File: src/common/zx_mem_pkg.sv
/*
 * Shared types and constants of the Spectrum memory and speed core
 */
`default_nettype none

package zx_mem_pkg;

	// ==============================
	// Address words
	// ==============================
	typedef logic [15:0] cpu_addr_t;  // Z80 bus address
	typedef logic [20:0] phys_addr_t; // SDRAM byte address, 2MB space

	localparam int BANK_SHIFT = 14; // 16K per slot and per bank
	localparam phys_addr_t ROM_BASE = 21'h140000;

	// ==============================
	// Paging byte
	// ==============================
	typedef struct packed {
		logic [1:0] spare;
		logic       lock;     // Freezes paging until reset
		logic       rom_sel;
		logic       screen;   // Shadow screen select
		logic [2:0] ram_bank; // Bank seen at C000
	} p128_t;

	typedef struct packed {
		logic [3:0] spare;
		logic       motor;
		logic [1:0] cfg;      // ROM high bit, or special layout
		logic       special;  // All-RAM mode
	} p3_t;

	// Same CPU byte, read as 7FFD or as 1FFD
	typedef union packed {
		p128_t p128;
		p3_t   p3;
	} page_byte_u;

	// Special mode banks, indexed by cfg then slot
	localparam logic [2:0] SPECIAL_MAP [4][4] = '{
		'{3'd0, 3'd1, 3'd2, 3'd3},
		'{3'd4, 3'd5, 3'd6, 3'd7},
		'{3'd4, 3'd5, 3'd6, 3'd3},
		'{3'd4, 3'd7, 3'd6, 3'd3}
	};

	// ==============================
	// Turbo
	// ==============================
	localparam int SPEED_W = 3;
	localparam int DIV_W   = 6;

	// Period 32 at speed 0, halved per step, speeds above 4 stay at 2
	localparam logic [DIV_W-1:0] turbo_mask [8] = '{
		6'b011111, 6'b001111, 6'b000111, 6'b000011,
		6'b000001, 6'b000001, 6'b000001, 6'b000001
	};

endpackage

`default_nettype wire

File: src/common/mem_access_if.sv
/*
 * One decoded CPU memory access, from the address mapper to the SDRAM port
 */
`default_nettype none

interface mem_access_if;

	logic                   start; // Request issued this cycle
	zx_mem_pkg::phys_addr_t addr;
	logic                   we;    // Write allowed, protected ROM already cleared
	logic [7:0]             din;   // CPU write data
	logic [7:0]             q;     // Read data back to the CPU
	logic                   ready; // Low while SDRAM owes an ack

	// Mapper only decides where and whether
	modport mapper (
		output addr,
		output we
	);

	modport port (
		input  addr,
		input  we,
		input  din,
		output start,
		output q,
		output ready
	);

endinterface

`default_nettype wire

File: src/hdl/paging/page_registers.sv
/*
 * Spectrum paging ports. 7FFD selects RAM bank and ROM,
 * 1FFD the +3 ROM pair and the all-RAM modes
 */
`default_nettype none

module page_registers #(
	parameter bit PLUS3_EN = 1'b1
) (
	input  wire logic                  clk_sys,
	input  wire logic                  reset,
	input  wire zx_mem_pkg::cpu_addr_t cpu_addr,
	input  wire logic [7:0]            cpu_dout,
	input  wire logic                  iorq,
	input  wire logic                  wr,
	output zx_mem_pkg::page_byte_u     page_7ffd,
	output zx_mem_pkg::page_byte_u     page_1ffd,
	output logic                       locked
);

	logic                   io_wr;
	logic                   io_wr_d;
	logic                   io_wr_edge;
	logic                   sel_7ffd;
	logic                   sel_1ffd;
	zx_mem_pkg::page_byte_u wr_byte;

	assign io_wr      = iorq & wr;
	assign io_wr_edge = io_wr & ~io_wr_d; // First cycle of OUT only
	assign wr_byte    = cpu_dout;

	// ==============================
	// Port decode
	// ==============================
	// On the +3 A14 keeps 7FFD apart from 1FFD
	assign sel_7ffd = ~cpu_addr[15] & ~cpu_addr[1] & (cpu_addr[14] | ~PLUS3_EN);
	assign sel_1ffd = PLUS3_EN & (cpu_addr[15:12] == 4'b0001) & ~cpu_addr[1];

	assign locked = page_7ffd.p128.lock;

	// ==============================
	// Registers
	// ==============================
	always_ff @(posedge clk_sys) begin
		if (reset) begin
			io_wr_d   <= 1'b0;
			page_7ffd <= '0;
			page_1ffd <= '0;
		end else begin
			io_wr_d <= io_wr;
			if (io_wr_edge && !locked) begin
				if (sel_7ffd) begin
					page_7ffd <= wr_byte; // Lock bit lands here too
				end else if (sel_1ffd) begin
					page_1ffd <= wr_byte;
				end
			end
		end
	end

endmodule

`default_nettype wire

File: src/hdl/paging/address_mapper.sv
/*
 * Maps a CPU slot address to an SDRAM address from the paging state,
 * and blocks writes into ROM
 */
`default_nettype none

module address_mapper #(
	parameter bit PLUS3_EN = 1'b1
) (
	input wire zx_mem_pkg::cpu_addr_t  cpu_addr,
	input wire logic                   wr,
	input wire zx_mem_pkg::page_byte_u page_7ffd,
	input wire zx_mem_pkg::page_byte_u page_1ffd,
	mem_access_if.mapper               acc
);

	logic                   special;
	logic                   rom_slot;
	logic [1:0]             slot;
	logic [1:0]             rom_idx;
	logic [2:0]             bank;
	zx_mem_pkg::phys_addr_t offset;

	assign slot    = cpu_addr[15:14];
	assign special = PLUS3_EN & page_1ffd.p3.special;
	assign offset  = zx_mem_pkg::phys_addr_t'(cpu_addr[zx_mem_pkg::BANK_SHIFT-1:0]);

	// +3 has four ROMs, the 128K two
	assign rom_idx = PLUS3_EN ? {page_1ffd.p3.cfg[1], page_7ffd.p128.rom_sel}
		: {1'b0, page_7ffd.p128.rom_sel};

	assign rom_slot = ~special & (slot == 2'd0);

	always_comb begin
		if (special) begin
			bank = zx_mem_pkg::SPECIAL_MAP[page_1ffd.p3.cfg][slot];
		end else begin
			case (slot)
				2'd1:    bank = 3'd5;
				2'd2:    bank = 3'd2;
				default: bank = page_7ffd.p128.ram_bank; // Slot 0 takes the ROM path
			endcase
		end
	end

	assign acc.addr = rom_slot
		? zx_mem_pkg::ROM_BASE
			+ (zx_mem_pkg::phys_addr_t'(rom_idx) << zx_mem_pkg::BANK_SHIFT) + offset
		: (zx_mem_pkg::phys_addr_t'(bank) << zx_mem_pkg::BANK_SHIFT) | offset;

	// Special modes make slot 0 writable RAM
	assign acc.we = wr & ~rom_slot;

endmodule

`default_nettype wire

File: src/hdl/speed/ce_divider.sv
/*
 * Free-running divider giving CPU clock-enable strobes at the turbo rate
 */
`default_nettype none

module ce_divider (
	input  wire logic                          clk_sys,
	input  wire logic                          reset,
	input  wire logic [zx_mem_pkg::SPEED_W-1:0] speed,
	output logic                               strobe
);

	logic [zx_mem_pkg::DIV_W-1:0] count;
	logic [zx_mem_pkg::DIV_W-1:0] mask;

	assign mask = zx_mem_pkg::turbo_mask[speed];

	// Low bits all zero once per period
	assign strobe = ~|(count & mask);

	always_ff @(posedge clk_sys) begin
		if (reset) begin
			count <= '0;
		end else begin
			count <= count + 1'b1;
		end
	end

endmodule

`default_nettype wire

File: src/hdl/speed/speed_controller.sv
/*
 * Gates the CPU enable across turbo changes and while the SDRAM is busy
 */
`default_nettype none

module speed_controller (
	input  wire logic                          clk_sys,
	input  wire logic                          reset,
	input  wire logic [zx_mem_pkg::SPEED_W-1:0] speed_sel,
	input  wire logic                          strobe,
	input  wire logic                          ready,
	output logic [zx_mem_pkg::SPEED_W-1:0]     speed,
	output logic                               ce_cpu
);

	typedef enum logic [1:0] {
		RUN,
		SWITCH, // Counting strobes at the new rate
		SETTLE  // Waiting for the SDRAM
	} state_t;

	state_t state;
	logic   settle_cnt;
	logic   speed_change;

	assign speed_change = (speed_sel != speed);

	// Low in the same cycle speed_sel moves, and under SDRAM wait
	assign ce_cpu = strobe & ready & ~speed_change & (state == RUN);

	always_ff @(posedge clk_sys) begin
		if (reset) begin
			state      <= SWITCH;
			speed      <= speed_sel;
			settle_cnt <= 1'b0;
		end else if (speed_change) begin
			state      <= SWITCH; // Restarts even mid-switch
			speed      <= speed_sel;
			settle_cnt <= 1'b0;
		end else begin
			case (state)
				SWITCH: begin
					if (strobe) begin
						settle_cnt <= 1'b1;
						if (settle_cnt) begin
							state <= SETTLE; // Second strobe
						end
					end
				end
				SETTLE: begin
					if (ready) begin
						state <= RUN;
					end
				end
				default: ;
			endcase
		end
	end

endmodule

`default_nettype wire

File: src/hdl/sdram_port.sv
/*
 * CPU side of the SDRAM. Turns an access edge into a toggle request
 * and reports ready once the ack catches up
 */
`default_nettype none

module sdram_port (
	input  wire logic             clk_sys,
	input  wire logic             reset,
	input  wire logic             mreq,
	input  wire logic             rd,
	input  wire logic             wr,
	input  wire logic             ram_ack,
	input  wire logic [7:0]       ram_q,
	mem_access_if.port            acc,
	output logic                  ram_req,
	output zx_mem_pkg::phys_addr_t ram_addr,
	output logic                  ram_we,
	output logic [7:0]            ram_din,
	output logic [7:0]            cpu_din
);

	logic       access;
	logic [2:0] access_d;  // Access over the last three edges
	logic       forbidden;
	logic       waiting;   // Request issued, data not yet taken
	logic [7:0] q_hold;

	assign access    = mreq & (rd | wr);
	assign forbidden = wr & ~acc.we; // ROM write, dropped

	// Rise seen two edges late so an OUT to a paging port has landed
	assign acc.start = access_d[1] & ~access_d[2] & ~forbidden;
	assign acc.ready = (ram_ack == ram_req);

	assign acc.q   = waiting ? ram_q : q_hold;
	assign cpu_din = acc.q;

	// ==============================
	// Handshake
	// ==============================
	always_ff @(posedge clk_sys) begin
		if (reset) begin
			access_d <= '0;
			ram_req  <= 1'b0;
			waiting  <= 1'b0;
		end else begin
			access_d <= {access_d[1:0], access};
			if (acc.start) begin
				ram_req <= ~ram_req;
				waiting <= 1'b1;
			end else if (acc.ready) begin
				waiting <= 1'b0;
			end
		end
	end

	// Held stable until the next request
	always_ff @(posedge clk_sys) begin
		if (acc.start) begin
			ram_addr <= acc.addr;
			ram_we   <= acc.we;
			ram_din  <= acc.din;
		end
		if (waiting && acc.ready) begin
			q_hold <= ram_q;
		end
	end

endmodule

`default_nettype wire

File: src/hdl/spectrum_memory_core.sv
/*
 * Spectrum memory and speed core between the Z80 bus and a byte-wide SDRAM
 */
`default_nettype none

module spectrum_memory_core #(
	parameter bit PLUS3_EN = 1'b1
) (
	input  wire logic                           clk_sys,
	input  wire logic                           reset,
	input  wire zx_mem_pkg::cpu_addr_t          cpu_addr,
	input  wire logic [7:0]                     cpu_dout,
	input  wire logic                           mreq,
	input  wire logic                           iorq,
	input  wire logic                           rd,
	input  wire logic                           wr,
	input  wire logic [zx_mem_pkg::SPEED_W-1:0] speed_sel,
	input  wire logic                           ram_ack,
	input  wire logic [7:0]                     ram_q,
	output logic                                ce_cpu,
	output logic [7:0]                          cpu_din,
	output logic                                ram_req,
	output zx_mem_pkg::phys_addr_t              ram_addr,
	output logic                                ram_we,
	output logic [7:0]                          ram_din
);

	zx_mem_pkg::page_byte_u           page_7ffd;
	zx_mem_pkg::page_byte_u           page_1ffd;
	logic [zx_mem_pkg::SPEED_W-1:0]   speed;
	logic                             strobe;

	mem_access_if acc ();

	assign acc.din = cpu_dout;

	// ==============================
	// Paging
	// ==============================
	page_registers #(.PLUS3_EN(PLUS3_EN)) u_page_registers (
		.clk_sys   (clk_sys),
		.reset     (reset),
		.cpu_addr  (cpu_addr),
		.cpu_dout  (cpu_dout),
		.iorq      (iorq),
		.wr        (wr),
		.page_7ffd (page_7ffd),
		.page_1ffd (page_1ffd),
		.locked    ()              // Lock is already bit 5 of page_7ffd
	);

	address_mapper #(.PLUS3_EN(PLUS3_EN)) u_address_mapper (
		.cpu_addr  (cpu_addr),
		.wr        (wr),
		.page_7ffd (page_7ffd),
		.page_1ffd (page_1ffd),
		.acc       (acc.mapper)
	);

	// ==============================
	// SDRAM
	// ==============================
	sdram_port u_sdram_port (
		.clk_sys  (clk_sys),
		.reset    (reset),
		.mreq     (mreq),
		.rd       (rd),
		.wr       (wr),
		.ram_ack  (ram_ack),
		.ram_q    (ram_q),
		.acc      (acc.port),
		.ram_req  (ram_req),
		.ram_addr (ram_addr),
		.ram_we   (ram_we),
		.ram_din  (ram_din),
		.cpu_din  (cpu_din)
	);

	// ==============================
	// Speed
	// ==============================
	ce_divider u_ce_divider (
		.clk_sys (clk_sys),
		.reset   (reset),
		.speed   (speed),
		.strobe  (strobe)
	);

	speed_controller u_speed_controller (
		.clk_sys   (clk_sys),
		.reset     (reset),
		.speed_sel (speed_sel),
		.strobe    (strobe),
		.ready     (acc.ready),
		.speed     (speed),
		.ce_cpu    (ce_cpu)
	);

endmodule

`default_nettype wire

File: config.mk
export PLATFORM = sky130hd
export DESIGN_NAME = spectrum_memory_core
export DESIGN_NICKNAME = d
export VERILOG_FILES = /design/src/common/zx_mem_pkg.sv /design/src/common/mem_access_if.sv /design/src/hdl/paging/page_registers.sv /design/src/hdl/paging/address_mapper.sv /design/src/hdl/speed/ce_divider.sv /design/src/hdl/speed/speed_controller.sv /design/src/hdl/sdram_port.sv /design/src/hdl/spectrum_memory_core.sv
export SDC_FILE = /design/constraint.sdc
export NUM_CORES = 1
export LEC_CHECK = 0
export BUFFER_PORTS_ARGS = -buffer_cell sky130_fd_sc_hd__buf_4
export CAP_MARGIN = 15
export CORE_UTILIZATION = 40
export CTS_CLUSTER_SIZE = 16
export DETAILED_ROUTE_END_ITERATION = 10
export PLACE_DENSITY = 0.66
export SYNTH_ARGS = -nofsm -noshare
export SYNTH_HDL_FRONTEND = slang
export SYNTH_SLANG_ARGS = --single-unit
File: constraint.sdc
create_clock -name clk_sys -period 2.13 [get_ports clk_sys]
set_clock_uncertainty 0.1 [all_clocks]
set_input_delay 0.1065 -clock clk_sys [delete_from_list [all_inputs] [get_ports clk_sys]]
set_output_delay 0.1065 -clock clk_sys [all_outputs]
set_load 0.02 [all_outputs]
After elaboration in Yosys (flattened, before gate mapping)
Memories as Yosys holds them, arrays and structs flattened. Cells that the tools add are included.

Logic and storage cells: 98. Input port bits: 42. Memories kept: 1. Memory bits (read-only): 48. Register bits: 65.

Memories: (no name shown) (words 8, width 6, read ports 1, clocked after Yosys merged registers in 0, wr ports 0, RTL line ce_divider.sv:16) `assign mask = zx_mem_pkg::turbo_mask[speed];`.

Equal/unequal tests: 10. Bitwise gates (word level): 32. $add $sub $neg: 3. $lt $le $gt $ge: 3. Reductions and logical operators: 15. Muxes and demuxes: 20.

Operator list (count): binary-select mux 12 bit (select 2 bit) (1); 2-to-1 mux 12 bit (2); adder 21 x 14 -> 21 bit (1); adder 21 x 16 -> 21 bit, first input constant (1); 2-to-1 mux 21 bit (1); bitwise OR 17 x 14 -> 17 bit (1); 2-to-1 mux 3 bit (5); bitwise AND 1 bit (14); 2-to-1 mux 6 bit (2); NOT 1 bit (12); 2-to-1 mux 8 bit (1); adder 6 x 1 -> 6 bit, second input constant (1); bitwise AND 6 bit (1); binary-select mux 3 bit (select 2 bit) (1); >= comparator 3 bit, second input constant (2); 2-to-1 mux 2 bit (3); NOT 2 -> 3 bit (2); one-hot mux 3 bit (2 select lines) (1); nonzero test 2 bit (3); OR reduction 6 bit (1); equality test 2 x 1 -> 1 bit, second input constant (2); equality test 2 bit, second input constant (2); equality test 4 x 1 -> 1 bit, second input constant (1); >= comparator 4 bit, second input constant (1); other kinds (15) (21).

Longest topological paths before layout
Depth in word-level cells: 10. Gate-level depth with buffers: 6.

Hierarchy
A second synthesis with hierarchy kept.

Cell total of the unflattened synthesis: 227. Area total of the unflattened synthesis: 3047.9 µm².

By module, submodules not included: sdram_port (sequential area each 1241.2 µm², times used 1, cells an instance 73, area each 1508.9 µm²); page_registers (sequential area each 340.3 µm², times used 1, cells an instance 68, area each 740.7 µm²); address_mapper (sequential area each 0.0 µm², times used 1, cells an instance 41, area each 305.3 µm²); speed_controller (sequential area each 150.1 µm², times used 1, cells an instance 22, area each 285.3 µm²); ce_divider (sequential area each 100.1 µm², times used 1, cells an instance 23, area each 207.7 µm²).

Worst setup path after synthesis
No wires, ideal clock.

Path type: input-to-reg. Start: input port cpu_addr[14]. End: register u_sdram_port.ram_addr[0], enable pin. Required time: 1.648 ns. Path buffers: 0. Library setup time: 0.382 ns. Arrival: 1.424 ns. Setup slack: 0.224 ns. Cell stages on the path: 5. Cell sequence: inv_1 ha_1 nor2b_1 a211o_1 inv_1.

Cells in the longest elaborated chain, start to end: 8.

Ends and longest elaborated chain: start, declared (RTL line spectrum_memory_core.sv:11) `input wire zx_mem_pkg::cpu_addr_t cpu_addr,`; logical NOT 2 bit (RTL line address_mapper.sv:32) `assign rom_slot = ~special & (slot == 2'd0);`; bitwise AND 1 bit (RTL line address_mapper.sv:32); NOT 1 bit (RTL line address_mapper.sv:52) `assign acc.we = wr & ~rom_slot;`; bitwise AND 1 bit (RTL line address_mapper.sv:52); NOT 1 bit (RTL line sdram_port.sv:30) `assign forbidden = wr & ~acc.we;`; bitwise AND 1 bit (RTL line sdram_port.sv:30); NOT 1 bit (RTL line sdram_port.sv:33) `assign acc.start = access_d[1] & ~access_d[2] & ~forbidden;`; bitwise AND 1 bit (RTL line sdram_port.sv:33); via acc.start (RTL line mem_access_if.sv:8) `logic start;`; end signal, assigned (RTL line sdram_port.sv:61) `ram_addr <= acc.addr;`; end, declared (RTL line sdram_port.sv:17) `output zx_mem_pkg::phys_addr_t ram_addr,`.

The timed path passes the listed nets, and every way through them passes these cells. A chain may end at the register's enable or synchronous reset.

Final worst setup path
Start: input port cpu_addr[14]. End: register u_sdram_port.ram_din[1], enable pin.

Cells in the longest elaborated chain, start to end: 8.

Ends and longest elaborated chain: logical NOT 2 bit (RTL line address_mapper.sv:32); bitwise AND 1 bit (RTL line address_mapper.sv:32); NOT 1 bit (RTL line address_mapper.sv:52); bitwise AND 1 bit (RTL line address_mapper.sv:52); NOT 1 bit (RTL line sdram_port.sv:30); bitwise AND 1 bit (RTL line sdram_port.sv:30); NOT 1 bit (RTL line sdram_port.sv:33); bitwise AND 1 bit (RTL line sdram_port.sv:33); via acc.start (RTL line mem_access_if.sv:8); end signal, assigned (RTL line sdram_port.sv:63) `ram_din <= acc.din;`; end, declared (RTL line sdram_port.sv:19) `output logic [7:0] ram_din,`.

The timed path passes the listed nets, and every way through them passes these cells.

==> flow_summary.json <==
{
  "cp_common_cell": "inv_1",
  "cts_tree": "yes",
  "fin_util": 0.645,
  "max_freq_ghz": 0.497,
  "drive_above_1_share": 0.354,
  "drc": 0,
  "cts_buffers": 9,
  "htree_levels": 3,
  "maxSlewHeadroom": 0.576,
  "ys.warnings.count": 0,
  "grt_pass1_wl_um": 7540,
  "cts.repair.resized": 0,
  "worstSetupEndpointType": "register",
  "powerDensity_mw_per_mm2": 735,
  "dpl.hpwl_um": 3200,
  "start_util": 0.419,
  "routed_wirelength_um": 4840,
  "grt_max_degree": 28,
  "final_common_cell": "buf_4",
  "vias_per_cell": 4.64,
  "grt-ovfl-total": 0,
  "ios": 82,
  "layout_common_cells": "buf_4, edfxtp_1, dlygate4sd3_1",
  "antenna_found_initial": 0,
  "fin_cells": 374,
  "dp_cells": 321,
  "core_region_area_mm2": 0.00554,
  "synth_area_leaders": "edfxtp_1, dfxtp_1, mux2_2, nor2_1, mux2i_1",
  "r2r_cells": 4,
  "grtUsageTotal": 0.167,
  "pwr-share-seq": 0.490,
  "synthesis.area_mm2": 0.00232,
  "worst_r2r_endpoint": "u_speed_controller.state[0]",
  "clk_latency_ns": 0.33,
  "synth-main-ff-cell": "edfxtp_1",
  "hold_buffers": 37,
  "crit_arrival_ns": 1.94,
  "first_pass_iters": 4,
  "clockBufferDepth": 2,
  "switchingPower_mw": 0.553,
  "synth_edf_count": 38,
  "yosys.area.top_type": "edfxtp_1",
  "clock_power_share": 0.407,
  "cp-startpoint": "cpu_addr[14]",
  "cts_root_buf": "clkbuf_8",
  "drv_cap": 0,
  "reg2reg_slack_ns": 0.43,
  "regToRegStartpoint": "u_speed_controller.speed[0]",
  "status": "completed",
  "ys_seq_area_frac": 0.681,
  "cp-endpoint": "u_sdram_port.ram_din[1]",
  "slew_viol_final": 0,
  "synthCells": 174,
  "hp-class": "input port to register",
  "rsz0062_at_grt": "false",
  "setup_viol": 0,
  "p_leak_nw": 1.45,
  "async_flop_share": 0,
  "hold_violations": 0,
  "die_w_um": 78.2,
  "num_antenna_cells": 0,
  "drt_iter0_drc": 49,
  "slowest_stage": "dlygate4sd3_1",
  "syn2layout_area_growth_pct": 54.0,
  "drtAntennaViolNets": 0,
  "crit_fanout": 27,
  "portBuffers": 79,
  "p_int_mw": 2.07,
  "synth_top_area_frac": 0.492,
  "cp_slowest_stage_delay_ns": 0.53,
  "max-vdd-ir-drop_mv": 0.498,
  "path_clk_slew_ns": 0.06,
  "period_needed_ns": 2.01,
  "swShare": 0.211,
  "p_comb_frac": 0.104,
  "ys_types": 36,
  "clock_sinks": 60,
  "die_h_um": 78.2,
  "cp-start-kind": "input port",
  "required_ns": 2.06,
  "via_count": 1737,
  "critical_path_class": "input port to register",
  "finalPower_mw": 2.62,
  "setup_tns_ns": 0,
  "dieArea_mm2": 0.00611,
  "synth_seq_cells": 60,
  "worst_slew_pin_slew_ns": 0.634,
  "nFillCells": 452,
  "post_cts_buffers": 0,
  "path_buf_inv": 5,
  "avgSynthCellArea_um2": 13.3,
  "grt_pass1_vias": 1641,
  "wl_per_cell_um": 12.9,
  "nNetsFinal": 343,
  "path_cells": "dlygate4sd3_1, buf_4, inv_1, ha_1, nor2b_1, a211o_1, inv_1, buf_12",
  "period_share": 0.945,
  "crit_family": "buffers and inverters",
  "gp_congestion": 0.834,
  "cp.depth": 8,
  "num_rows": 27
}
[cells in the mapped netlist, types with 2 or more instances]
cell type / instances
nand3_1: 8
a21oi_1: 7
nand2_1: 6
dfxtp_1: 22
xor2_1: 7
edfxtp_1: 38
nor2b_1: 7
inv_1: 6
nor2_1: 20
mux2i_1: 7
buf_4: 3
ha_1: 4
o21ai_0: 7
clkbuf_1: 2
mux2_2: 8
nor3_1: 2
[state kept, by name (all words and copies together), names as in the netlist]
signal and flops:
u_ce_divider.count 5, u_sdram_port.ram_we 1, u_sdram_port.waiting 1, u_sdram_port.q_hold 8, u_sdram_port.ram_req 1, u_speed_controller.speed 3
u_page_registers.io_wr_d 1, u_page_registers.page_7ffd 5, u_page_registers.page_1ffd 3, u_sdram_port.ram_addr 18, u_sdram_port.access_d 3, u_speed_controller.settle_cnt 1
u_speed_controller.state 2, u_sdram_port.ram_din 8
[how the worst min path moves through the flow]
stage / from / end / slack (ns) / cells past startpoint
after floorplan: ram_q[0] / u_sdram_port.q_hold[0] / 0.11 / 0
after global placement: cpu_dout[7] / u_sdram_port.ram_din[7] / 0.18 / 1
after detailed placement: cpu_addr[4] / u_sdram_port.ram_addr[4] / 0.19 / 1
after CTS: wr / u_sdram_port.ram_we / 0.008 / 2
after global routing: cpu_addr[15] / u_sdram_port.ram_addr[15] / 0.03 / 2
final: iorq / u_page_registers.io_wr_d / 0.02 / 3
[logic make-up after synthesis]
logic type                 synth area share
and+or+nand+nor                       0.111
adders and majority gates            0.0216
xor gates and xnor gates             0.0302
muxes                                0.0690
AOI/OAI and AO/OA                    0.0588
other                               0.00162
DFF                                   0.681
buffers and inverters                0.0264
[area by class of cell]
type,instances,area (um2),share of cell area
multi-input combinational,102,682,0.191
tap,72,90.1,0.0252
clock inverter,6,78.8,0.0221
sequential,60,1580,0.443
clock buffer,10,128,0.0357
timing repair buffer,118,991,0.277
inverter,6,22.5,0.00630
[metrics by stage]
| step | hold WS [ns] | instance area [um2] | worst slack (ns) |
|---|---|---|---|
| after global placement | 0.185 | 3000 | 0.367 |
| after detailed placement | 0.186 | 3000 | 0.327 |
| after global routing | 0.0263 | 3570 | 0.0468 |
| after CTS | 0.00796 | 3570 | 0.127 |
| final | 0.0199 | 3570 | 0.117 |
| after floorplan | 0.105 | 2320 | 0.224 |
[worst reg2reg max path, cell delays in order, from the launching register on]
cell and delay [ns]:
edfxtp_1 0.42, xor2_1 0.20, nor4_1 0.44, inv_1 0.20, o22a_1 0.24
[per-layer routing]
metal  global-route usage  share of wire  up-vias
li1                     -              -      860
met1                0.218           0.46      803
met2                0.253           0.46       68
met3               0.0407          0.059        6
met4               0.0944          0.016        0
met5                    0              0        -
[power by group through the flow]
stage / clock network, mW / logic [mW] / registers, mW
3_5_place_dp: 0 / 0.218 / 1.31
3_3_place_gp: 0 / 0.216 / 1.31
4_1_cts: 1.09 / 0.273 / 1.29
5_1_grt: 1.13 / 0.295 / 1.29
2_1_floorplan: 0 / 0.0910 / 1.32
6_report: 1.07 / 0.272 / 1.29
No activity file was read; power rests on OpenSTA's default activity.
